File: src/fftPkg.sv
package fftPkg;

  ////////////////////////////////////////////////////////////////////////////
  // sizes

  localparam int FFT_POINTS   = 32;                        // points per frame
  localparam int LOG2_POINTS  = 5;                         // radix-2 stages
  localparam int ADDR_W       = 5;                         // store address
  localparam int SAMPLE_W     = 16;                        // input sample, signed
  localparam int DATA_W       = 18;                        // working value, signed
  localparam int TWIDDLE_W    = 16;                        // twiddle part, signed
  localparam int TWIDDLE_FRAC = 14;                        // 1.0 == 2**14
  localparam int MAG_W        = 20;                        // magnitude, unsigned
  localparam int STAGE_W      = $clog2(LOG2_POINTS + 1);   // stage count incl. done
  localparam int PEND_W       = 3;                         // 0..4 butterflies in flight

  ////////////////////////////////////////////////////////////////////////////
  // types

  typedef logic signed [SAMPLE_W-1:0] sampleT;
  typedef logic [MAG_W-1:0] magT;

  typedef struct packed {
    logic signed [DATA_W-1:0] re;
    logic signed [DATA_W-1:0] im;
  } complexT;                                               // 36 bits

  typedef struct packed {
    logic signed [TWIDDLE_W-1:0] cosVal;
    logic signed [TWIDDLE_W-1:0] sinVal;
  } twiddleT;                                               // 32 bits

  typedef struct packed {
    logic [ADDR_W-1:0] addrTop;                             // gets (a+b)/2
    logic [ADDR_W-1:0] addrBot;                             // gets (a-b)/2 * conj(w)
  } bflyTagT;                                               // 10 bits

  typedef enum logic [2:0] {
    stLoad,                                                 // idle, accepting samples
    stStage,                                                // stage start
    stIssue,                                                // one butterfly per cycle
    stDrain,                                                // wait for write-backs
    stMag,                                                  // magnitude pass
    stReadout                                               // bit-reversed readout
  } ctrlStateT;

  ////////////////////////////////////////////////////////////////////////////
  // twiddles, cos/sin(2*pi*k/FFT_POINTS) * 2**TWIDDLE_FRAC

  // quarter wave, values rounded to nearest (no exact halves at this size)
  function automatic logic signed [TWIDDLE_W-1:0] quarterCos(input int q);
    case (q)
      0: return 16384;
      1: return 16069;
      2: return 15137;
      3: return 13623;
      4: return 11585;
      5: return 9102;
      6: return 6270;
      7: return 3196;
      default: return 0;
    endcase
  endfunction

  function automatic logic signed [TWIDDLE_W-1:0] twiddleCos(input int k);
    int kk;
    kk = k & (FFT_POINTS - 1);                              // wrap, negative k too
    if (kk <= FFT_POINTS / 4) return quarterCos(kk);
    else if (kk <= FFT_POINTS / 2) return -quarterCos(FFT_POINTS / 2 - kk);
    else if (kk <= 3 * FFT_POINTS / 4) return -quarterCos(kk - FFT_POINTS / 2);
    else return quarterCos(FFT_POINTS - kk);
  endfunction

  // sin(x) = cos(x - pi/2)
  function automatic logic signed [TWIDDLE_W-1:0] twiddleSin(input int k);
    return twiddleCos(k - FFT_POINTS / 4);
  endfunction

endpackage

File: src/sampleBuffer.sv
`timescale 1ns/1ps

// dual read / dual write complex store, registered reads
module sampleBuffer import fftPkg::*; (
  input  logic              clk,
  input  logic [ADDR_W-1:0] rdAddrA,
  input  logic [ADDR_W-1:0] rdAddrB,
  output complexT           rdDataA,
  output complexT           rdDataB,
  input  logic              wrEnA,
  input  logic [ADDR_W-1:0] wrAddrA,
  input  complexT           wrDataA,
  input  logic              wrEnB,
  input  logic [ADDR_W-1:0] wrAddrB,
  input  complexT           wrDataB
);

  complexT mem [FFT_POINTS];                                // working store

  // both butterfly results land in the same cycle
  always_ff @(posedge clk) begin
    if (wrEnA) begin
      mem[wrAddrA] <= wrDataA;                              // load sample or top result
    end
    if (wrEnB) begin
      mem[wrAddrB] <= wrDataB;                              // bottom result
    end
  end

  // read-before-write, controller drains between stages
  always_ff @(posedge clk) begin
    rdDataA <= mem[rdAddrA];                                // one cycle latency
    rdDataB <= mem[rdAddrB];
  end

endmodule

File: config.mk
export PLATFORM = sky130hd
export DESIGN_NAME = sampleBuffer
export DESIGN_NICKNAME = d
export VERILOG_FILES = /design/src/fftPkg.sv /design/src/sampleBuffer.sv
export SDC_FILE = /design/constraint.sdc
export NUM_CORES = 2
export LEC_CHECK = 0
export ABC_AREA = 0
export ABC_CLOCK_PERIOD_IN_PS = 6780
export BUFFER_PORTS_ARGS = -buffer_cell sky130_fd_sc_hd__buf_4
export CAP_MARGIN = 25
export CELL_PAD_IN_SITES_DETAIL_PLACEMENT = 1
export CELL_PAD_IN_SITES_GLOBAL_PLACEMENT = 1
export CORE_ASPECT_RATIO = 1.4
export CORE_UTILIZATION = 41
export CTS_CLUSTER_DIAMETER = 50
export DETAILED_ROUTE_END_ITERATION = 10
export GPL_TIMING_DRIVEN = 0
export PLACE_DENSITY = 0.72
export REMOVE_ABC_BUFFERS = 1
export SLEW_MARGIN = 25
export SYNTH_ARGS = -nofsm -noshare
export SYNTH_HDL_FRONTEND = slang
export SYNTH_SLANG_ARGS = --single-unit
File: constraint.sdc
create_clock -name clk -period 6.78 [get_ports clk]
set_input_delay 1.017 -clock clk [delete_from_list [all_inputs] [get_ports clk]]
set_output_delay 1.017 -clock clk [all_outputs]
set_load 0.02 [all_outputs]
==> summary.txt <==
# setup viols final = 0
GP Congestion = 0.752
Syn Inst Count = 5395
leakage = 0.0310 µW
final net count = 5443
I/O Buffers = 166
WL per Instance = 34.9 µm
CP dominant cell by count = buf_16
outcome = finished clean
CP Capture Type = register
DP HPWL = 179000 µm
share of the synthesized area in the top cell type = 48.5%
Area Growth Syn to Fin = 17.3%
register area = 36000 µm²
initial antenna violation count = 6
CTS Sinks = 1224
RSZ-0062 raised after global routing = false
VDD IR max = 0.000229 V
worst rel slew slack = 24.9%
largest net degree at the start of global routing = 97
I/O pin count = 167
CP max-delay cell = buf_16
Starting Density = 41.4%
fin. max-slew vios = 0
clk slew on worst S/H paths = 60 ps
Routed WL = 270000 µm
critical path launch point type = input pin
worst path required time = 7410 ps
Hold WC Path Type = reg2reg
area occupied by multi-input gates = 32800 µm²
Crit Path Max Fanout = 96
Synth area leaders = edfxtp_1 (48%), mux2_2 (18%), mux2i_1 (16%)
post-place instance area = 79000 µm²
commonest cells after routing, fill and taps aside = mux2i_1 (1152), edfxtp_1 (1152), mux2_2 (1117)
CTS Buffer Depth = 3
die area = 176000 µm²
share of cells above drive strength 1 = 33.9%
critical path class = in2reg
final hold violations = 0
Mapped Area = 71400 µm²
Post-synth EDFFs = 1152
first-pass GRT wire length = 381000 µm
fillers = 16700
sequential fraction of the synthesis area = 50.5%
CTS tree = yes
Resized cells post-CTS = 0
Num CTS Buffers = 144
CORE AREA = 172000 µm²
Slew @ Worst Pin = 1120 ps
routed vias/inst = 6.55
GRT overflow = 0
largest area contributor in the netlist = edfxtp_1
synthesized area per cell = 13.2 µm²
die width = 355 µm
Critical Path, Cell by Cell = buf_16, buf_16, buf_16, buf_16, mux2i_1, a22o_1, nor3_1, a31oi_1, nand3_1
DR iter-0 viols = 5234
Worst-Skew Late Latency = 820 ps
post-route ant nets = 0
DRC Markers = 0
setup tns final = 0 ps
Top FF cell, synth = edfxtp_1
FMAX = 0.280 GHz
Crit path largest cell delay = 500 ps
router iterations before antenna repair = 6
Yosys reg bits = 1224
Yosys warnings = 0
Final Instance Area = 83700 µm²
Tmin final = 3570 ps
root buf cell = clkbuf_16
Post-CTS Setup Bufs = 0
Post-synth ARST share = 0%
die height = 496 µm
std cell rows = 180
Hold-fix buffers, CTS = 0
CP arrival = 4200 ps
Distinct cells, synth = 43
H-tree levels = 4
pwr/cell area = 227 nW/µm²
Reg2Reg Setup Slack = 5080 ps
max-cap violation count = 0
vias in the first global route = 53400
final hold slack = 659 ps
Setup Skew = 34.5 ps
Vias = 50700
post-route clock period utilization = 52.7%
total track usage = 30.2%
## worst paths after layout
path | cells past startpoint | end | start
setup / recovery | 9 | rdDataA[15] | rdAddrA[1]
hold / removal | 4 | rdDataB[16] | mem[25][16]
setup reg to reg | 5 | rdDataB[33] | mem[7][33]
hold reg to reg | 4 | rdDataB[16] | mem[25][16]
## final cells by class
type / count / share of cell area [%]
clock inverters: 86 / 1.03
repair buffers: 412 / 8.77
clock buffers: 179 / 4.60
diodes: 2 / 0.00598
well taps: 2275 / 3.40
flip-flops and latches: 1224 / 43.1
multi-input cells: 3566 / 39.1
## state kept, by name (all words and copies together), names as in the netlist
| name | count |
|---|---|
| mem | 1152 |
| rdDataA | 36 |
| rdDataB | 36 |
## where the power goes
group	internal [µW]	switching, µW
logic	1030	1460
clock network	4500	3380
registers	8510	101
total	14000	4940
## cells in the mapped netlist (all sizes together) (2+ instances only)
cell type and number:
nor3 73, a21oi 216, mux2i 1152, or3b 4, mux2 1152, dfxtp 72
o22ai 16, buf 280, clkbuf 325, nand2 236, a22oi 216, nor2b 4
nand3b 9, edfxtp 1152, or2 3, nor3b 4, nor2 20, o21ai 16
a31oi 72, nand2b 4, nand3 220, and2 2, a22o 144
## cells by family (layout without fill, tap and decap cells)
family / count (synthesis) / count (layout) / synth area share, %
flops: 1224 / 1224 / 50.5
compound gates: 680 / 680 / 6.44
mux: 2304 / 2304 / 34.4
other cells: 0 / 2 / 0
simple gates: 582 / 582 / 4.19
buf+inv: 605 / 677 / 4.49
## layer usage
metal | routed length [µm] | part of all wire (%) | global-route usage (%) | up-vias
li1 | - | - | - | 20800
met1 | 108000 | 40 | 38.5 | 26500
met2 | 124000 | 46 | 47.8 | 2556
met3 | 21800 | 8.1 | 6.00 | 856
met4 | 16200 | 6.0 | 17.0 | 4
met5 | 26 | 0.0096 | 0 | -
## per-stage QoR
stage	worst slack (ps)	utilization (%)	instances	total power, µW
after floorplan	199	-	4790	9920
after global placement	-10400	41.9	7231	11300
after detailed placement	2440	45.8	7477	11200
after CTS	3330	48.6	7742	19000
after global routing	3130	48.6	7743	19400
final	3210	48.6	7744	19000
## worst max-delay path: cells and delay by family
family          cells  cell delay [ps]
compound gates      2              600
buf+inv             4             1540
mux                 1              280
simple gates        2              280
No activity file was read; power rests on OpenSTA's default activity.
