`src/fftPkg.sv`:
```
package fftPkg;

  ////////////////////////////////////////////////////////////////////////////
  // sizes

  localparam int FFT_POINTS   = 32;                        // points per frame
  localparam int LOG2_POINTS  = 5;                         // radix-2 stages
  localparam int ADDR_W       = 5;                         // store address
  localparam int SAMPLE_W     = 16;                        // input sample, signed
  localparam int DATA_W       = 18;                        // working value, signed
  localparam int TWIDDLE_W    = 16;                        // twiddle part, signed
  localparam int TWIDDLE_FRAC = 14;                        // 1.0 == 2**14
  localparam int MAG_W        = 20;                        // magnitude, unsigned
  localparam int STAGE_W      = $clog2(LOG2_POINTS + 1);   // stage count incl. done
  localparam int PEND_W       = 3;                         // 0..4 butterflies in flight

  ////////////////////////////////////////////////////////////////////////////
  // types

  typedef logic signed [SAMPLE_W-1:0] sampleT;
  typedef logic [MAG_W-1:0] magT;

  typedef struct packed {
    logic signed [DATA_W-1:0] re;
    logic signed [DATA_W-1:0] im;
  } complexT;                                               // 36 bits

  typedef struct packed {
    logic signed [TWIDDLE_W-1:0] cosVal;
    logic signed [TWIDDLE_W-1:0] sinVal;
  } twiddleT;                                               // 32 bits

  typedef struct packed {
    logic [ADDR_W-1:0] addrTop;                             // gets (a+b)/2
    logic [ADDR_W-1:0] addrBot;                             // gets (a-b)/2 * conj(w)
  } bflyTagT;                                               // 10 bits

  typedef enum logic [2:0] {
    stLoad,                                                 // idle, accepting samples
    stStage,                                                // stage start
    stIssue,                                                // one butterfly per cycle
    stDrain,                                                // wait for write-backs
    stMag,                                                  // magnitude pass
    stReadout                                               // bit-reversed readout
  } ctrlStateT;

  ////////////////////////////////////////////////////////////////////////////
  // twiddles, cos/sin(2*pi*k/FFT_POINTS) * 2**TWIDDLE_FRAC

  // quarter wave, values rounded to nearest (no exact halves at this size)
  function automatic logic signed [TWIDDLE_W-1:0] quarterCos(input int q);
    case (q)
      0: return 16384;
      1: return 16069;
      2: return 15137;
      3: return 13623;
      4: return 11585;
      5: return 9102;
      6: return 6270;
      7: return 3196;
      default: return 0;
    endcase
  endfunction

  function automatic logic signed [TWIDDLE_W-1:0] twiddleCos(input int k);
    int kk;
    kk = k & (FFT_POINTS - 1);                              // wrap, negative k too
    if (kk <= FFT_POINTS / 4) return quarterCos(kk);
    else if (kk <= FFT_POINTS / 2) return -quarterCos(FFT_POINTS / 2 - kk);
    else if (kk <= 3 * FFT_POINTS / 4) return -quarterCos(kk - FFT_POINTS / 2);
    else return quarterCos(FFT_POINTS - kk);
  endfunction

  // sin(x) = cos(x - pi/2)
  function automatic logic signed [TWIDDLE_W-1:0] twiddleSin(input int k);
    return twiddleCos(k - FFT_POINTS / 4);
  endfunction

endpackage

```
`src/twiddleRom.sv`:
```
`timescale 1ns/1ps

// half-period twiddle table with one cycle of read latency
module twiddleRom import fftPkg::*; (
  input  logic                clk,
  input  logic [ADDR_W-2:0]   addr,
  output twiddleT             twiddle
);

  twiddleT twTable [FFT_POINTS/2];                          // k = 0 .. N/2-1

  // constant contents from the package functions
  for (genvar k = 0; k < FFT_POINTS / 2; k++) begin : gTable
    assign twTable[k] = '{cosVal: twiddleCos(k), sinVal: twiddleSin(k)};
  end

  always_ff @(posedge clk) begin
    twiddle <= twTable[addr];                               // aligned with store reads
  end

endmodule

```
`config.mk`:
```
export PLATFORM = sky130hd
export DESIGN_NAME = twiddleRom
export DESIGN_NICKNAME = d
export VERILOG_FILES = /design/src/fftPkg.sv /design/src/twiddleRom.sv
export SDC_FILE = /design/constraint.sdc
export NUM_CORES = 1
export LEC_CHECK = 0
export CORE_UTILIZATION = 47
export DETAILED_ROUTE_END_ITERATION = 8
export DONT_BUFFER_PORTS = 1
export PLACE_DENSITY = 0.66
export SLEW_MARGIN = 0
export SYNTH_ARGS = -nofsm -noshare
export SYNTH_HDL_FRONTEND = slang
export SYNTH_SLANG_ARGS = --single-unit
```
`constraint.sdc`:
```
create_clock -name clk -period 1.2 [get_ports clk]
set_clock_uncertainty 0.1 [all_clocks]
set_input_delay 0.12 -clock clk [delete_from_list [all_inputs] [get_ports clk]]
set_output_delay 0.12 -clock clk [all_outputs]
set_load 0.03 [all_outputs]
```
==> metrics.md <==
| Metric | Value |
|---|---|
| Post-route DRC | `0` |
| Seq/Total Area, Yosys | `0.4806` |
| Yosys reg bits | `31` |
| Design area | `0.001515 mm^2` |
| Pin count of the biggest net entering global routing | `35` |
| Antenna Cells | `0` |
| Fmax | `0.8557 GHz` |
| Initial Util | `0.5074` |
| Hold Startpoint | `addr[3]` |
| Clk root buf | `clkbuf_4` |
| Port Buffer Count | `0` |
| Worst Hold Endpoint | `twiddle[1]` |
| Worst-path clk slew | `0.09 ns` |
| Core Rows | `18` |
| Yosys cell types | `33` |
| Cell count of the worst hold path | `1` |
| Routed length on met2 | `1171 um` |
| Share of the synthesized area in the top cell type | `0.4806` |
| RSZ-0062 raised after global routing | `true` |
| Largest stage delay, worst path | `0.55 ns` |
| Area of the die | `0.002961 mm^2` |
| Area contributors post-synth | `dfxtp_1, ha_1, o21ai_0, mux2i_1, nand2_1` |
| I/O pin cnt | `37` |
| H-tree levels | `2` |
| Flip-flop count of the largest register after layout | `31` |
| Syn Nets | `148` |
| Pins Over Slew Limit | `0` |
| Drt total wl | `2529 um` |
| Core Area | `0.002545 mm^2` |
| Post-layout util | `0.5954` |
| Biggest regs | `twiddle x31` |
| Metal-1 WL | `1117 um` |
| Detailed Routing Iterations Pass 1 | `4` |
| Vias per cell | `5.464` |
| Antenna violations before repair | `0` |
| Most flop-heavy register | `twiddle` |
| Cell taking the most area after synthesis | `dfxtp_1` |
| Post-DP HPWL | `1560 um` |
| First-pass GRT wire length | `3781 um` |
| Met3 WL | `209 um` |
| Total grt overflow | `0` |
| Setup crit start kind | `input pin` |
| Die Y | `54.42 um` |
| Crit-path slowest cell | `dlygate4sd3_1` |
| Routed vias | `978` |
| CTS Buf Count | `5` |
| Share of layout cells above drive strength 1 | `0.1141` |
| Syn Std Cell Area | `0.001291 mm^2` |
| Final min period | `1.169 ns` |
| Outcome | `complete, but fails checks` |
| Clk sink count | `31` |
| Fin crit share | `0.9738` |
| Crit-path cells | `inv_1 -> ha_1 -> o21ai_0 -> o31ai_1 -> dlygate4sd3_1` |
| Postcts setup bufs | `0` |
| Cell Area, Placed | `0.001271 mm^2` |
| Max VDD drop | `1.057 mV` |
| Routed Antenna Nets | `0` |
| Drt initial violations | `36` |
| Placer Congestion | `0.8229` |
| Number of warnings issued by yosys | `0` |
| CP max FO | `10` |
| Vias in the first global route | `820` |
| Gr usage total | `0.1895` |
| CTS tree | `yes` |
| Setup violators final | `0` |
| Routed length per placed instance | `14.13 um` |
| Pwr/cell area | `1487 mW/mm^2` |
| Critical Path RT | `1.32 ns` |
| CP Class | `in2reg` |
| Critical Path Sink Type | `register` |
| Die width | `54.42 um` |
| Hold Violations, Final | `17` |
| CTS Hold Bufs | `18` |
| Violated checks | `negative hold slack` |
| Worst path arrival time | `1.29 ns` |
| Top Metal Used | `met4` |
| Hold slack | `-0.2155 ns` |
| Nets | `163` |
| Synthesized instance count | `134` |
| Clk buf depth | `2` |
| Min-delay worst type | `in2reg` |
| Leak pwr | `0.6675 nW` |
| MaxCap Viol Count | `0` |
| Area Overhead vs Synth | `17.34%` |
| Mean post-synth cell area | `9.636 um^2` |
cell usage in the layout, fill, tap and decap left out, drive strengths merged:
master / Yosys / layout
inv: 6 / 6
dfxtp: 31 / 31
or2: 1 / 1
nand3: 1 / 1
dlymetal6s4s: 0 / 1
a21o: 2 / 2
mux2: 1 / 1
a221o: 1 / 1
conb: 1 / 1
buf: 10 / 1
ha: 9 / 9
and3: 1 / 1
nand2: 12 / 12
a31oi: 2 / 2
clkinv: 0 / 1
mux2i: 5 / 5
nand3b: 1 / 1
o31ai: 2 / 2
nor2b: 2 / 2
a32oi: 1 / 1
dlygate4sd3: 0 / 17
nand2b: 2 / 2
o21ai: 19 / 19
nor2: 9 / 9
clkbuf: 1 / 6
a31o: 1 / 1
xor2: 2 / 2
o211ai: 3 / 3
a21oi: 8 / 8
what timing repair did:
| action | CTS | global route |
|---|---|---|
| endpoints found under the setup margin | 0 | 8 |
| gates resized for setup | 0 | 3 |
| endpoints found under the hold margin | 30 | 17 |
metrics by stage:
step                 TNS, ns  setup slack, ns  std cells  power (mW)  hold WS, ns
detailed placement         0          0.07794        154       1.610       0.1235
floorplan                  0          0.01481        134       1.603       0.1771
global placement           0          0.09988        154       1.609       0.1208
CTS                        0          0.02228        179       2.274      -0.2315
global route        -0.08734         -0.02558        179       2.364      -0.2317
finish                     0          0.03141        179       2.253      -0.2155
metal layers:
layer | GRT usage | vias up
met5 | 0 | -
met4 | 0.1026 | 0
met3 | 0.06389 | 5
met2 | 0.2642 | 41
met1 | 0.2543 | 454
li1 | - | 478
cell type report:
class / count / area [um^2]
clock buffers: 6 / 51.30
inverters: 6 / 22.52
clock inverters: 1 / 5.005
fillers: 229 / 1030
flip-flops and latches: 31 / 620.6
well taps: 30 / 37.54
repair buffers: 19 / 190.2
multi-input cells: 86 / 588.1
critical path: cells and delay by family:
family                     cells  cell delay (ns)
AOI/OAI and AO/OA              2             0.25
adders and majority gates      1             0.27
buffers and inverters          2             0.64
worst max path at each step:
stage	endpoint	slack [ns]	cells after the start	from
global placement	twiddle[17]	0.1	5	addr[0]
floorplan	twiddle[17]	0.01	6	addr[0]
global route	twiddle[0]	-0.03	5	addr[0]
CTS	twiddle[18]	0.02	5	addr[1]
finish	twiddle[16]	0.03	5	addr[0]
detailed placement	twiddle[1]	0.08	5	addr[0]
power by group:
group / total, mW / internal, mW / leakage [nW] / switching (mW)
combinational: 0.277 / 0.148 / 0.372 / 0.128
clock: 0.599 / 0.271 / 0.0341 / 0.328
sequential: 1.38 / 1.13 / 0.261 / 0.244
logic make-up (layout without fill, tap and decap cells):
logic type / after synthesis / count (layout) / synth area share
other: 1 / 1 / 0.002904
XOR/XNOR: 2 / 2 / 0.01938
buffers and inverters: 17 / 32 / 0.07751
adder cells (fa/ha/maj): 9 / 9 / 0.08721
flip-flops: 31 / 31 / 0.4806
AO/OA/AOI/OAI: 39 / 39 / 0.1831
multiplexers: 6 / 6 / 0.04748
AND/OR/NAND/NOR: 29 / 29 / 0.1017
Yosys cell counts:
cell,instances
a21o_1,2
a21oi_1,7
a21oi_2,1
a221o_1,1
a31o_1,1
a31oi_1,2
a32oi_1,1
and3_1,1
buf_2,5
buf_4,3
buf_6,1
buf_8,1
clkbuf_1,1
conb_1,1
dfxtp_1,31
ha_1,9
inv_1,6
mux2_2,1
mux2i_1,5
nand2_1,12
nand2b_1,2
nand3_1,1
nand3b_1,1
nor2_1,9
nor2b_1,2
o211ai_1,2
o211ai_2,1
o21ai_0,17
o21ai_1,2
o31ai_1,2
or2_4,1
xor2_1,1
xor2_2,1
Note: power is estimated with default switching activity, not from simulation.
