### config.mk
export PLATFORM = sky130hd
export DESIGN_NAME = butterfly
export DESIGN_NICKNAME = d
export VERILOG_FILES = /design/src/fftPkg.sv /design/src/butterfly.sv
export SDC_FILE = /design/constraint.sdc
export NUM_CORES = 2
export LEC_CHECK = 0
export BUFFER_PORTS_ARGS = -buffer_cell sky130_fd_sc_hd__buf_2
export CAP_MARGIN = 20
export CORE_ASPECT_RATIO = 1.5
export CORE_MARGIN = 2
export CORE_UTILIZATION = 45
export CTS_CLUSTER_SIZE = 30
export DETAILED_ROUTE_END_ITERATION = 6
export MAX_ROUTING_LAYER = met4
export SYNTH_ARGS = -nofsm -noshare
export SYNTH_HDL_FRONTEND = slang
export SYNTH_SLANG_ARGS = --single-unit
### constraint.sdc
create_clock -name clk -period 7.6 [get_ports clk]
set_clock_uncertainty 0.15 [all_clocks]
set_input_delay 0.76 -clock clk [delete_from_list [all_inputs] [get_ports clk]]
set_output_delay 0.76 -clock clk [all_outputs]
set_load 0.05 [all_outputs]
### src/fftPkg.sv
package fftPkg;

  ////////////////////////////////////////////////////////////////////////////
  // sizes

  localparam int FFT_POINTS   = 32;                        // points per frame
  localparam int LOG2_POINTS  = 5;                         // radix-2 stages
  localparam int ADDR_W       = 5;                         // store address
  localparam int SAMPLE_W     = 16;                        // input sample, signed
  localparam int DATA_W       = 18;                        // working value, signed
  localparam int TWIDDLE_W    = 16;                        // twiddle part, signed
  localparam int TWIDDLE_FRAC = 14;                        // 1.0 == 2**14
  localparam int MAG_W        = 20;                        // magnitude, unsigned
  localparam int STAGE_W      = $clog2(LOG2_POINTS + 1);   // stage count incl. done
  localparam int PEND_W       = 3;                         // 0..4 butterflies in flight

  ////////////////////////////////////////////////////////////////////////////
  // types

  typedef logic signed [SAMPLE_W-1:0] sampleT;
  typedef logic [MAG_W-1:0] magT;

  typedef struct packed {
    logic signed [DATA_W-1:0] re;
    logic signed [DATA_W-1:0] im;
  } complexT;                                               // 36 bits

  typedef struct packed {
    logic signed [TWIDDLE_W-1:0] cosVal;
    logic signed [TWIDDLE_W-1:0] sinVal;
  } twiddleT;                                               // 32 bits

  typedef struct packed {
    logic [ADDR_W-1:0] addrTop;                             // gets (a+b)/2
    logic [ADDR_W-1:0] addrBot;                             // gets (a-b)/2 * conj(w)
  } bflyTagT;                                               // 10 bits

  typedef enum logic [2:0] {
    stLoad,                                                 // idle, accepting samples
    stStage,                                                // stage start
    stIssue,                                                // one butterfly per cycle
    stDrain,                                                // wait for write-backs
    stMag,                                                  // magnitude pass
    stReadout                                               // bit-reversed readout
  } ctrlStateT;

  ////////////////////////////////////////////////////////////////////////////
  // twiddles, cos/sin(2*pi*k/FFT_POINTS) * 2**TWIDDLE_FRAC

  // quarter wave, values rounded to nearest (no exact halves at this size)
  function automatic logic signed [TWIDDLE_W-1:0] quarterCos(input int q);
    case (q)
      0: return 16384;
      1: return 16069;
      2: return 15137;
      3: return 13623;
      4: return 11585;
      5: return 9102;
      6: return 6270;
      7: return 3196;
      default: return 0;
    endcase
  endfunction

  function automatic logic signed [TWIDDLE_W-1:0] twiddleCos(input int k);
    int kk;
    kk = k & (FFT_POINTS - 1);                              // wrap, negative k too
    if (kk <= FFT_POINTS / 4) return quarterCos(kk);
    else if (kk <= FFT_POINTS / 2) return -quarterCos(FFT_POINTS / 2 - kk);
    else if (kk <= 3 * FFT_POINTS / 4) return -quarterCos(kk - FFT_POINTS / 2);
    else return quarterCos(FFT_POINTS - kk);
  endfunction

  // sin(x) = cos(x - pi/2)
  function automatic logic signed [TWIDDLE_W-1:0] twiddleSin(input int k);
    return twiddleCos(k - FFT_POINTS / 4);
  endfunction

endpackage

### src/butterfly.sv
`timescale 1ns/1ps

// radix-2 DIF butterfly, two pipeline stages
//   top    = (a + b) / 2
//   bottom = ((a - b) / 2) * (cos - j sin)
module butterfly import fftPkg::*; (
  input  logic    clk,
  input  logic    rst,
  input  logic    inValid,
  input  complexT a,
  input  complexT b,
  input  twiddleT w,
  input  bflyTagT inTag,
  output logic    outValid,
  output complexT top,
  output complexT bottom,
  output bflyTagT outTag
);

  logic signed [DATA_W:0] sumRe;                            // one guard bit
  logic signed [DATA_W:0] sumIm;
  logic signed [DATA_W:0] difRe;
  logic signed [DATA_W:0] difIm;

  logic    s1Valid;
  complexT s1Sum;                                           // already halved
  complexT s1Dif;                                           // already halved
  twiddleT s1W;
  bflyTagT s1Tag;

  logic signed [DATA_W+TWIDDLE_W-1:0] prodRc;               // re * cos
  logic signed [DATA_W+TWIDDLE_W-1:0] prodIs;               // im * sin
  logic signed [DATA_W+TWIDDLE_W-1:0] prodIc;               // im * cos
  logic signed [DATA_W+TWIDDLE_W-1:0] prodRs;               // re * sin
  logic signed [DATA_W+TWIDDLE_W:0]   accRe;
  logic signed [DATA_W+TWIDDLE_W:0]   accIm;

  assign sumRe = a.re + b.re;
  assign sumIm = a.im + b.im;
  assign difRe = a.re - b.re;
  assign difIm = a.im - b.im;

  // conjugate twiddle product
  assign prodRc = s1Dif.re * s1W.cosVal;
  assign prodIs = s1Dif.im * s1W.sinVal;
  assign prodIc = s1Dif.im * s1W.cosVal;
  assign prodRs = s1Dif.re * s1W.sinVal;
  assign accRe  = prodRc + prodIs;
  assign accIm  = prodIc - prodRs;

  always_ff @(posedge clk) begin
    if (rst) begin
      s1Valid  <= 1'b0;
      outValid <= 1'b0;
    end else begin
      s1Valid  <= inValid;
      outValid <= s1Valid;
    end
  end

  always_ff @(posedge clk) begin
    // cycle 1, sum/diff then arithmetic >>1 (stage scaling)
    s1Sum.re <= sumRe[DATA_W:1];
    s1Sum.im <= sumIm[DATA_W:1];
    s1Dif.re <= difRe[DATA_W:1];
    s1Dif.im <= difIm[DATA_W:1];
    s1W      <= w;
    s1Tag    <= inTag;
    // cycle 2, drop TWIDDLE_FRAC bits = floor
    top       <= s1Sum;
    bottom.re <= accRe[TWIDDLE_FRAC +: DATA_W];
    bottom.im <= accIm[TWIDDLE_FRAC +: DATA_W];
    outTag    <= s1Tag;
  end

endmodule

==> results.toml <==
[detailed_routing]
wl_per_cell_um = 21.7
ant_nets = 0
vias_per_cell = 5.11
vias = 34600
first_pass_iters = 6
drtIter0Drc = 1934
wirelength_um = 147000
drc_errors = 0

[yosys]
async_flop_share = 0
syn-num-nets = 6811
synth-edff-count = 0
synthFlopType = "dfxtp_1"
postSynthAreaPerCell_um2 = 9.45
netlist_area_um2 = 48400
yosys_warnings = 0
synth_commonest_cells = "inv_1, fa_1, nand2_1"
yosysUniqueCellTypes = 65
netlist_top_cells_area = "fa_1, inv_1, ha_1, dfxtp_1, and2_1"
post-synth-top-area-cell = "fa_1"
synth_most_common_cell = "inv_1"
yosysSeqAreaShare = 0.0820
synth.top_cell.area_share = 0.500
netlist_instances = 5119
ys_ff_latch = 198

[placement]
port_buffers = 199
gp_congestion = 1.06
post-dp-hpwl_um = 114000
place_inst = 6702

[clock_network]
clockBufferDepth = 2
cts_hold_buffers = 0
cts_tree = "built"
cts_made_buffers = 17
clock-sinks = 198
h-tree-depth = 4
clk_pin_slew_ns = 0.12
clock_latency_ns = 0.58
cts-root-buf = "clkbuf_16"

[final_layout]
drive_above_1_share = 0.107
instances_no_fill = 6769
fin_util = 0.507
syn_to_final_growth_pct = 12.1
nNetsFinal = 7030

[sta]
rsz0062_at_grt = "yes"
tightest_slew_ns = 0.824
fmax_mhz = 132
hold_viol = 0
finalCritPeriodShare = 0.996
slew_violations = 0
min_period_ns = 7.57
whs_ns = 0.125
slew_headroom = 0.447
setup_viol = 0

[global_route]
grt_overflow_total = 0
grt.total_usage = 0.281
grt_pass1_wl_um = 221000
grt_max_degree = 38
antenna_found_initial = 9
grt_pass1_vias = 38100

[setup_path]
crit_top_cell = "fa_1"
crit_fanout = 13
crit_path_top_delay_cell = "fa_1"
cp_data_arrival_time_ns = 7.87
worstSetupPathType = "reg2reg"
crit_path_end_kind = "flop"
crit_required_ns = 7.90
slowest_delay_ns = 0.64
worstSetupStartpointType = "flop"

[die]
placementRows = 147
die_area_um2 = 110000
coreArea_um2 = 107000
pin_count = 200
fp.dieH_um = 406
start_util = 0.453
fp.dieW_um = 272

[min_path]
hold_path_class = "in2reg"

[job]
drv_cap = 0

[outcome]
outcome = "completed"
## worst paths after layout
path                            startpoint         end  cells after the start  slack, ns
worst max-delay path             s1Dif[12]  bottom[34]                     25       0.03
worst min-delay path                  w[2]      s1W[2]                      1       0.12
worst max register to register   s1Dif[12]  bottom[34]                     25       0.03
worst min register to register   s1Sum[33]     top[33]                      0       0.17
## repair_timing
action                     4_1_cts  5_1_grt
pin swaps                        6       20
gates resized for setup         25       74
gates cloned                     4        8
setup endpoints to repair       11       19
buffers inserted                 1       21
## state kept, by name, indices dropped and copies added, names as in the netlist
name,cells
bottom,36
s1Dif,36
s1Sum,36
top,36
s1W,32
outTag,10
s1Tag,10
outValid,1
s1Valid,1
## layout make-up
type,count,area (µm²)
inverter,1391,5230
tap,1415,1770
fill,9908,52700
timing repair buffer,446,4060
clock buffer,17,425
antenna,3,7.51
sequential,198,4030
clock inverter,15,240
multi-input combinational,3284,38500
## layer usage
layer | vias up | share of wire | GRT usage | wire, µm
met1 | 17900 | 0.33 | 0.286 | 48400
met5 | - | 0 | - | 0
met2 | 1178 | 0.52 | 0.494 | 76800
met4 | 0 | 0.094 | 0.207 | 13800
li1 | 15000 | - | - | -
met3 | 492 | 0.054 | 0.0383 | 7980
## stage by stage
stage / setup TNS [ns] / area [µm²] / setup WS (ns)
after CTS: 0 / 53600 / 0.00356
after floorplan: 0 / 48400 / 0.275
after global routing: -0.576 / 54200 / -0.169
after global placement: -3.08 / 52700 / -0.575
final: 0 / 54200 / 0.0273
after detailed placement: -3.48 / 52700 / -0.641
## cells in the final DEF, fill, tap and decap left out, types with 21 or more instances in the layout
| cell type | instances |
|---|---|
| fa_1 | 1195 |
| dfxtp_1 | 170 |
| buf_2 | 199 |
| o21ai_0 | 22 |
| nand2b_1 | 29 |
| inv_1 | 1386 |
| nor2b_1 | 60 |
| buf_4 | 153 |
| buf_12 | 75 |
| nand2_1 | 607 |
| a21oi_1 | 58 |
| ha_1 | 365 |
| xnor2_1 | 122 |
| nor3_1 | 21 |
| nor2_1 | 78 |
| clkbuf_16 | 25 |
| xor2_1 | 32 |
| and2_1 | 498 |
## cells by family (layout without fill, tap and decap cells)
kind of cell	after synthesis	after routing	share of synthesized area
flip-flops	198	198	0.0820
buffers and inverters	1637	1869	0.127
AO/OA/AOI/OAI	198	198	0.0281
other	0	3	0
AND/OR/NAND/NOR	1356	1356	0.140
XOR/XNOR	155	155	0.0281
adder cells (fa/ha/maj)	1575	1575	0.595
## worst max-delay path, delay by kind of cell (launching register included)
kind            cells  cell delay (ns)
simple gates        3             0.42
compound gates      4             0.73
xor+xnor            1             0.12
buf+inv             8             1.06
fa+ha+maj           9             4.59
flops               1             0.37
Power is not shown: default switching activity piles up to over one toggle a cycle in this logic, so the estimate is an artifact.
