**config.mk**
```make
export PLATFORM = sky130hd
export DESIGN_NAME = fftController
export DESIGN_NICKNAME = d
export VERILOG_FILES = /design/src/fftPkg.sv /design/src/fftController.sv
export SDC_FILE = /design/constraint.sdc
export NUM_CORES = 1
export LEC_CHECK = 0
export BUFFER_PORTS_ARGS = -buffer_cell sky130_fd_sc_hd__buf_2
export CAP_MARGIN = 5
export CORE_ASPECT_RATIO = 1.25
export CORE_UTILIZATION = 59
export DETAILED_ROUTE_END_ITERATION = 12
export PLACE_DENSITY_LB_ADDON = 0.1
export SYNTH_ARGS = -nofsm -noshare
export SYNTH_HDL_FRONTEND = slang
export SYNTH_SLANG_ARGS = --single-unit
```
**constraint.sdc**
```tcl
create_clock -name clk -period 3.6 [get_ports clk]
set_input_delay 0.54 -clock clk [delete_from_list [all_inputs] [get_ports clk]]
set_output_delay 0.54 -clock clk [all_outputs]
set_load 0.01 [all_outputs]
```
**src/fftPkg.sv**
```systemverilog
package fftPkg;

  ////////////////////////////////////////////////////////////////////////////
  // sizes

  localparam int FFT_POINTS   = 32;                        // points per frame
  localparam int LOG2_POINTS  = 5;                         // radix-2 stages
  localparam int ADDR_W       = 5;                         // store address
  localparam int SAMPLE_W     = 16;                        // input sample, signed
  localparam int DATA_W       = 18;                        // working value, signed
  localparam int TWIDDLE_W    = 16;                        // twiddle part, signed
  localparam int TWIDDLE_FRAC = 14;                        // 1.0 == 2**14
  localparam int MAG_W        = 20;                        // magnitude, unsigned
  localparam int STAGE_W      = $clog2(LOG2_POINTS + 1);   // stage count incl. done
  localparam int PEND_W       = 3;                         // 0..4 butterflies in flight

  ////////////////////////////////////////////////////////////////////////////
  // types

  typedef logic signed [SAMPLE_W-1:0] sampleT;
  typedef logic [MAG_W-1:0] magT;

  typedef struct packed {
    logic signed [DATA_W-1:0] re;
    logic signed [DATA_W-1:0] im;
  } complexT;                                               // 36 bits

  typedef struct packed {
    logic signed [TWIDDLE_W-1:0] cosVal;
    logic signed [TWIDDLE_W-1:0] sinVal;
  } twiddleT;                                               // 32 bits

  typedef struct packed {
    logic [ADDR_W-1:0] addrTop;                             // gets (a+b)/2
    logic [ADDR_W-1:0] addrBot;                             // gets (a-b)/2 * conj(w)
  } bflyTagT;                                               // 10 bits

  typedef enum logic [2:0] {
    stLoad,                                                 // idle, accepting samples
    stStage,                                                // stage start
    stIssue,                                                // one butterfly per cycle
    stDrain,                                                // wait for write-backs
    stMag,                                                  // magnitude pass
    stReadout                                               // bit-reversed readout
  } ctrlStateT;

  ////////////////////////////////////////////////////////////////////////////
  // twiddles, cos/sin(2*pi*k/FFT_POINTS) * 2**TWIDDLE_FRAC

  // quarter wave, values rounded to nearest (no exact halves at this size)
  function automatic logic signed [TWIDDLE_W-1:0] quarterCos(input int q);
    case (q)
      0: return 16384;
      1: return 16069;
      2: return 15137;
      3: return 13623;
      4: return 11585;
      5: return 9102;
      6: return 6270;
      7: return 3196;
      default: return 0;
    endcase
  endfunction

  function automatic logic signed [TWIDDLE_W-1:0] twiddleCos(input int k);
    int kk;
    kk = k & (FFT_POINTS - 1);                              // wrap, negative k too
    if (kk <= FFT_POINTS / 4) return quarterCos(kk);
    else if (kk <= FFT_POINTS / 2) return -quarterCos(FFT_POINTS / 2 - kk);
    else if (kk <= 3 * FFT_POINTS / 4) return -quarterCos(kk - FFT_POINTS / 2);
    else return quarterCos(FFT_POINTS - kk);
  endfunction

  // sin(x) = cos(x - pi/2)
  function automatic logic signed [TWIDDLE_W-1:0] twiddleSin(input int k);
    return twiddleCos(k - FFT_POINTS / 4);
  endfunction

endpackage

```
**src/fftController.sv**
```systemverilog
`timescale 1ns/1ps

module fftController import fftPkg::*; (
  input  logic              clk,
  input  logic              rst,
  // sample stream in
  input  sampleT            sampleIn,
  input  logic              sampleValid,
  output logic              sampleReady,
  // magnitude stream out
  output magT               magOut,
  output logic              magValid,
  input  logic              magReady,
  // working store
  output logic [ADDR_W-1:0] rdAddrA,
  output logic [ADDR_W-1:0] rdAddrB,
  output logic              wrEnA,
  output logic [ADDR_W-1:0] wrAddrA,
  output complexT           wrDataA,
  output logic              wrEnB,
  output logic [ADDR_W-1:0] wrAddrB,
  output complexT           wrDataB,
  // butterfly
  output logic [ADDR_W-2:0] twAddr,
  output logic              bflyValid,
  output bflyTagT           bflyTag,
  input  logic              bflyDoneValid,
  input  bflyTagT           bflyDoneTag,
  input  complexT           bflyTop,
  input  complexT           bflyBottom,
  // magnitude unit
  output logic              magInValid,
  input  logic              magResValid,
  input  magT               magRes
);

  ctrlStateT          state;
  logic [ADDR_W:0]    idx;                                  // load / bfly / mag / readout
  logic [STAGE_W-1:0] stage;
  logic [PEND_W-1:0]  pending;                              // issued, not yet written
  logic [ADDR_W-1:0]  magWrIdx;
  logic               loadWrEn;
  logic [ADDR_W-1:0]  loadAddr;
  complexT            loadData;
  magT                magBuf [FFT_POINTS];                  // bit-reversed bin order

  logic [ADDR_W-1:0]  span;
  logic [ADDR_W-1:0]  pos;
  logic [ADDR_W-1:0]  lower;
  logic [ADDR_W-1:0]  upper;
  logic               issue;
  logic               accept;
  logic               outAdvance;

  function automatic logic [ADDR_W-1:0] bitReverse(input logic [ADDR_W-1:0] v);
    logic [ADDR_W-1:0] r;
    for (int i = 0; i < ADDR_W; i++) begin
      r[i] = v[ADDR_W-1-i];
    end
    return r;
  endfunction

  ////////////////////////////////////////////////////////////////////////////
  // butterfly addressing

  assign span   = ADDR_W'(FFT_POINTS >> (stage + 1));       // 16, 8, 4, 2, 1
  assign pos    = idx[ADDR_W-1:0] & (span - 1'b1);          // position in group
  assign lower  = ((idx[ADDR_W-1:0] & ~(span - 1'b1)) << 1) | pos;
  assign upper  = lower + span;
  assign twAddr = (ADDR_W-1)'(pos << stage);                // stride doubles per stage

  assign issue       = (state == stIssue);
  assign sampleReady = (state == stLoad);
  assign accept      = sampleValid && sampleReady;
  assign outAdvance  = (state == stReadout) && (!magValid || magReady);

  assign rdAddrA = (state == stMag) ? idx[ADDR_W-1:0] : lower;
  assign rdAddrB = upper;

  // port A shared by load and top result, never in the same cycle
  assign wrEnA   = loadWrEn | bflyDoneValid;
  assign wrAddrA = loadWrEn ? loadAddr : bflyDoneTag.addrTop;
  assign wrDataA = loadWrEn ? loadData : bflyTop;
  assign wrEnB   = bflyDoneValid;
  assign wrAddrB = bflyDoneTag.addrBot;
  assign wrDataB = bflyBottom;

  ////////////////////////////////////////////////////////////////////////////
  // sequencer

  always_ff @(posedge clk) begin
    if (rst) begin
      state      <= stLoad;
      idx        <= '0;
      stage      <= '0;
      pending    <= '0;
      magWrIdx   <= '0;
      loadWrEn   <= 1'b0;
      bflyValid  <= 1'b0;
      magInValid <= 1'b0;
      magValid   <= 1'b0;
    end else begin
      loadWrEn   <= accept;
      bflyValid  <= issue;                                  // store read lands next cycle
      magInValid <= (state == stMag) && !idx[ADDR_W];
      pending    <= pending + PEND_W'(issue) - PEND_W'(bflyDoneValid);
      if (magResValid) begin
        magWrIdx <= magWrIdx + 1'b1;                        // wraps to 0 after last bin
      end
      case (state)
        stLoad: begin
          if (accept) begin
            idx <= idx + 1'b1;
            if (idx[ADDR_W-1:0] == ADDR_W'(FFT_POINTS - 1)) begin
              idx   <= '0;
              stage <= '0;
              state <= stStage;
            end
          end
        end
        stStage: begin
          state <= (stage == STAGE_W'(LOG2_POINTS)) ? stMag : stIssue;
        end
        stIssue: begin
          idx <= idx + 1'b1;
          if (idx[ADDR_W-2:0] == '1) begin                  // N/2 butterflies issued
            idx   <= '0;
            state <= stDrain;
          end
        end
        stDrain: begin
          if (pending == '0) begin                          // all results written back
            stage <= stage + 1'b1;
            state <= stStage;
          end
        end
        stMag: begin
          if (!idx[ADDR_W]) begin
            idx <= idx + 1'b1;                              // store read in address order
          end
          if (magResValid && magWrIdx == ADDR_W'(FFT_POINTS - 1)) begin
            idx   <= '0;
            state <= stReadout;
          end
        end
        stReadout: begin
          if (outAdvance) begin
            if (!idx[ADDR_W]) begin
              magValid <= 1'b1;
              idx      <= idx + 1'b1;
            end else begin
              magValid <= 1'b0;                             // last bin taken
              idx      <= '0;
              state    <= stLoad;
            end
          end
        end
        default: state <= stLoad;
      endcase
    end
  end

  // payload registers and magnitude buffer
  always_ff @(posedge clk) begin
    if (accept) begin
      loadAddr <= idx[ADDR_W-1:0];                          // natural sample order
      loadData <= '{re: {{(DATA_W-SAMPLE_W){sampleIn[SAMPLE_W-1]}}, sampleIn}, im: '0};
    end
    bflyTag <= '{addrTop: lower, addrBot: upper};
    if (magResValid) begin
      magBuf[magWrIdx] <= magRes;
    end
    if (outAdvance && !idx[ADDR_W]) begin
      magOut <= magBuf[bitReverse(idx[ADDR_W-1:0])];       // natural bin order out
    end
  end

endmodule

```
==> flow_summary.ini <==
[status]
status = complete, no violations

[power]
power_frac_comb = 0.119
pwr_density_cell_nw_per_um2 = 572.9
power.internal_mw = 14.23
p_seq_frac = 0.511
p_total_mw = 18.64
clkPwrFrac = 0.370
power_switching_mw = 4.412
swShare = 0.2367
leakage_nw = 10.46
vdd_drop_max_v = 0.0005029

[timing]
post-route-min-period_ps = 3458
slew_violations = 0
relSlewSlack = 0.3693
fmax_ghz = 0.2892
hold_viol = 0
fin_skew_ps = 21.22
hold_ws_ps = 124.3
setup_viol = 0
tightest_slew_ps = 944.7
timing.final.ws_setup_ps = 142.1
period_share = 0.9605
final.setup.tns_ps = 0

[worst_setup_path]
critPathCaptureType = primary output
crit_path_max_incr_delay_ps = 400
worstPathMaxFanout = 10
crit_type = reg2out
arrival_ps = 2920
r2r-end = magOut[6]
worstPathRequired_ps = 3060
path_cells = inv_1, ha_1, or3_1, a21oi_2, o21ai_2, o21ai_2, ha_1, a21oi_2, xnor2_1, xnor2_1, buf_2
ff2ff_path_depth = 6
worstReg2RegStart = idx[2]
rrSetupSlack_ps = 750
crit_path_start_kind = register
critPathSlowestCell = dfxtp_4
crit_start = stage[1]

[cells_and_area]
nets = 1933
finish.instance_area_um2 = 32540
drive_gt1_frac = 0.2703
area_growth_pct = 13.86

[routing]
initialDrtViolationCount = 1306
remaining_drc_errors = 0
antenna_left = 0
first_pass_iters = 5
drt-total-wl_mm = 65.36
wire_per_inst_um = 26.37
vias_per_cell = 6.171
vias = 15300

[synth]
synth_top_family_by_area = multiplexers
ys_top_cells_by_count = edfxtp_1, mux2i_1, a22oi_1
synth_cell_types = 55
async_flop_share = 0
synth-compound-area-share = 0.04033
synth-main-ff-cell = edfxtp_1
synth_top_cells_by_area = edfxtp_1, mux4_2, mux2i_1
synth_simple_gate_area_frac = 0.04864
yosysSeqAreaShare = 0.7394
synth_edf_count = 681
yosysTopAreaCellShare = 0.7156
synth_most_common_cell = edfxtp_1
syn_nets = 1753
synthesis.instances = 1607
muxShareOfSynthArea = 0.1307
synth_area_per_cell_um2 = 17.78
synthXorXnorAreaFrac = 0.003371
syn_area_um2 = 28580
ys_warn_count = 0
synth_largest_area_cell = edfxtp_1
synth_fa_ha_area_frac = 0.01016
synth_seq_cells = 715

[cts]
h-tree-depth = 3
root_buffer = clkbuf_16
cts.sinks = 715
cts_buffers = 68
clk_pin_slew_ps = 60
clock_latency_ps = 600
cts_tree = yes
clock_path_buffers = 3

[worst_hold_path]
worstHoldStart = sampleIn[3]
hold_end = loadData[21]
hp-class = in2reg
hold_depth = 1

[die]
die_y_um = 248.1
die_area_um2 = 49320
die_w_um = 198.8
rows = 89
ioPinCount = 256
core_area_um2 = 47550
start_util = 0.6010

[grt]
grt_pass1_vias = 14790
overflow = 0
grt_pass1_wl_mm = 93.52
antenna_found_initial = 3
grt_use_total = 0.2695
grt_max_degree = 44

[placed_design]
io_buffer_count = 173
place_hpwl_mm = 40.18
gp_congestion = 0.8232
placed_area_um2 = 30290
dp_slack_ps = 289.5

[flow_run]
maxCapViolCount = 0
-- registers in the layout, indices dropped and copies added (netlist names), 5 cells and up --
signal    cells
magBuf      640
idx           6
magWrIdx      5
magOut       20
loadAddr      5
bflyTag      10
loadData     16
-- cells by family (layout without fill, tap and decap cells) --
logic type / Yosys count / after routing
muxes: 270 / 270
other: 1 / 4
adders and majority gates: 22 / 22
buffers and inverters: 156 / 388
xor gates and xnor gates: 11 / 11
DFF: 715 / 715
AOI/OAI and AO/OA: 172 / 172
and+or+nand+nor: 260 / 260
-- power groups by stage --
stage	Combinational [mW]	Clock [mW]	Sequential, mW
final	2.22	6.90	9.52
after global routing	2.40	7.31	9.54
after CTS	2.23	7.02	9.52
after detailed placement	2.22	0	9.70
after global placement	2.18	0	9.70
after floorplan	1.50	0	9.57
-- worst max-delay path by stage --
stage	to	slack, ps	cells after the start
floorplan	magBuf[3][0]	520	3
global placement	rdAddrB[4]	390	11
detailed placement	rdAddrB[4]	290	11
CTS	rdAddrB[4]	20	10
global route	rdAddrB[4]	-10	11
finish	rdAddrB[4]	140	11
-- through the flow --
stage	cells	util
CTS	2471	0.6824
floorplan	1607	-
global route	2479	0.6843
finish	2479	0.6843
detailed placement	2349	0.6369
global placement	2349	0.6369
-- cell usage in the layout (no fill, tap or decap), types with 21 or more instances in the layout --
cell,netlist,layout
a21oi_1,57,54
mux2_2,24,24
dfxtp_1,34,30
mux2i_1,166,166
buf_2,20,173
nand4_1,21,21
nand3_1,52,51
edfxtp_1,681,681
buf_4,43,62
clkbuf_16,0,73
a22oi_1,82,82
inv_1,23,23
nor2_1,50,29
mux4_2,80,80
nor2b_1,66,66
-- metal layers --
| layer | global-route usage | vias up | part of all wire |
|---|---|---|---|
| met1 | 0.3411 | 7801 | 0.38 |
| met4 | 0.1267 | 0 | 0.041 |
| li1 | - | 6686 | - |
| met5 | 0 | - | 0 |
| met3 | 0.04278 | 114 | 0.072 |
| met2 | 0.4587 | 698 | 0.50 |
-- critical path: cells and delay by family (launching register included) --
| kind | cells | cell delay [ps] |
|---|---|---|
| AOI/OAI and AO/OA | 4 | 510 |
| and+or+nand+nor | 1 | 370 |
| xor gates and xnor gates | 2 | 280 |
| buffers and inverters | 2 | 250 |
| DFF | 1 | 400 |
| adders and majority gates | 2 | 520 |
-- repair_timing --
item                                    in CTS  in global routing
hold buffers                                 0                  0
resized for setup                           11                  9
setup buffers                                0                  5
pin swaps                                    1                  4
endpoints found under the setup margin       2                  1
-- cell type report --
class / count / area [um^2]
repair buffers: 243 / 1491
flip-flops and latches: 715 / 21150
diodes: 3 / 7.507
multi-input cells: 736 / 6868
clock buffers: 88 / 1883
inverters: 23 / 86.33
fillers: 3056 / 15010
well taps: 637 / 797.0
clock inverters: 34 / 259.0
No activity file was read; power rests on OpenSTA's default activity.
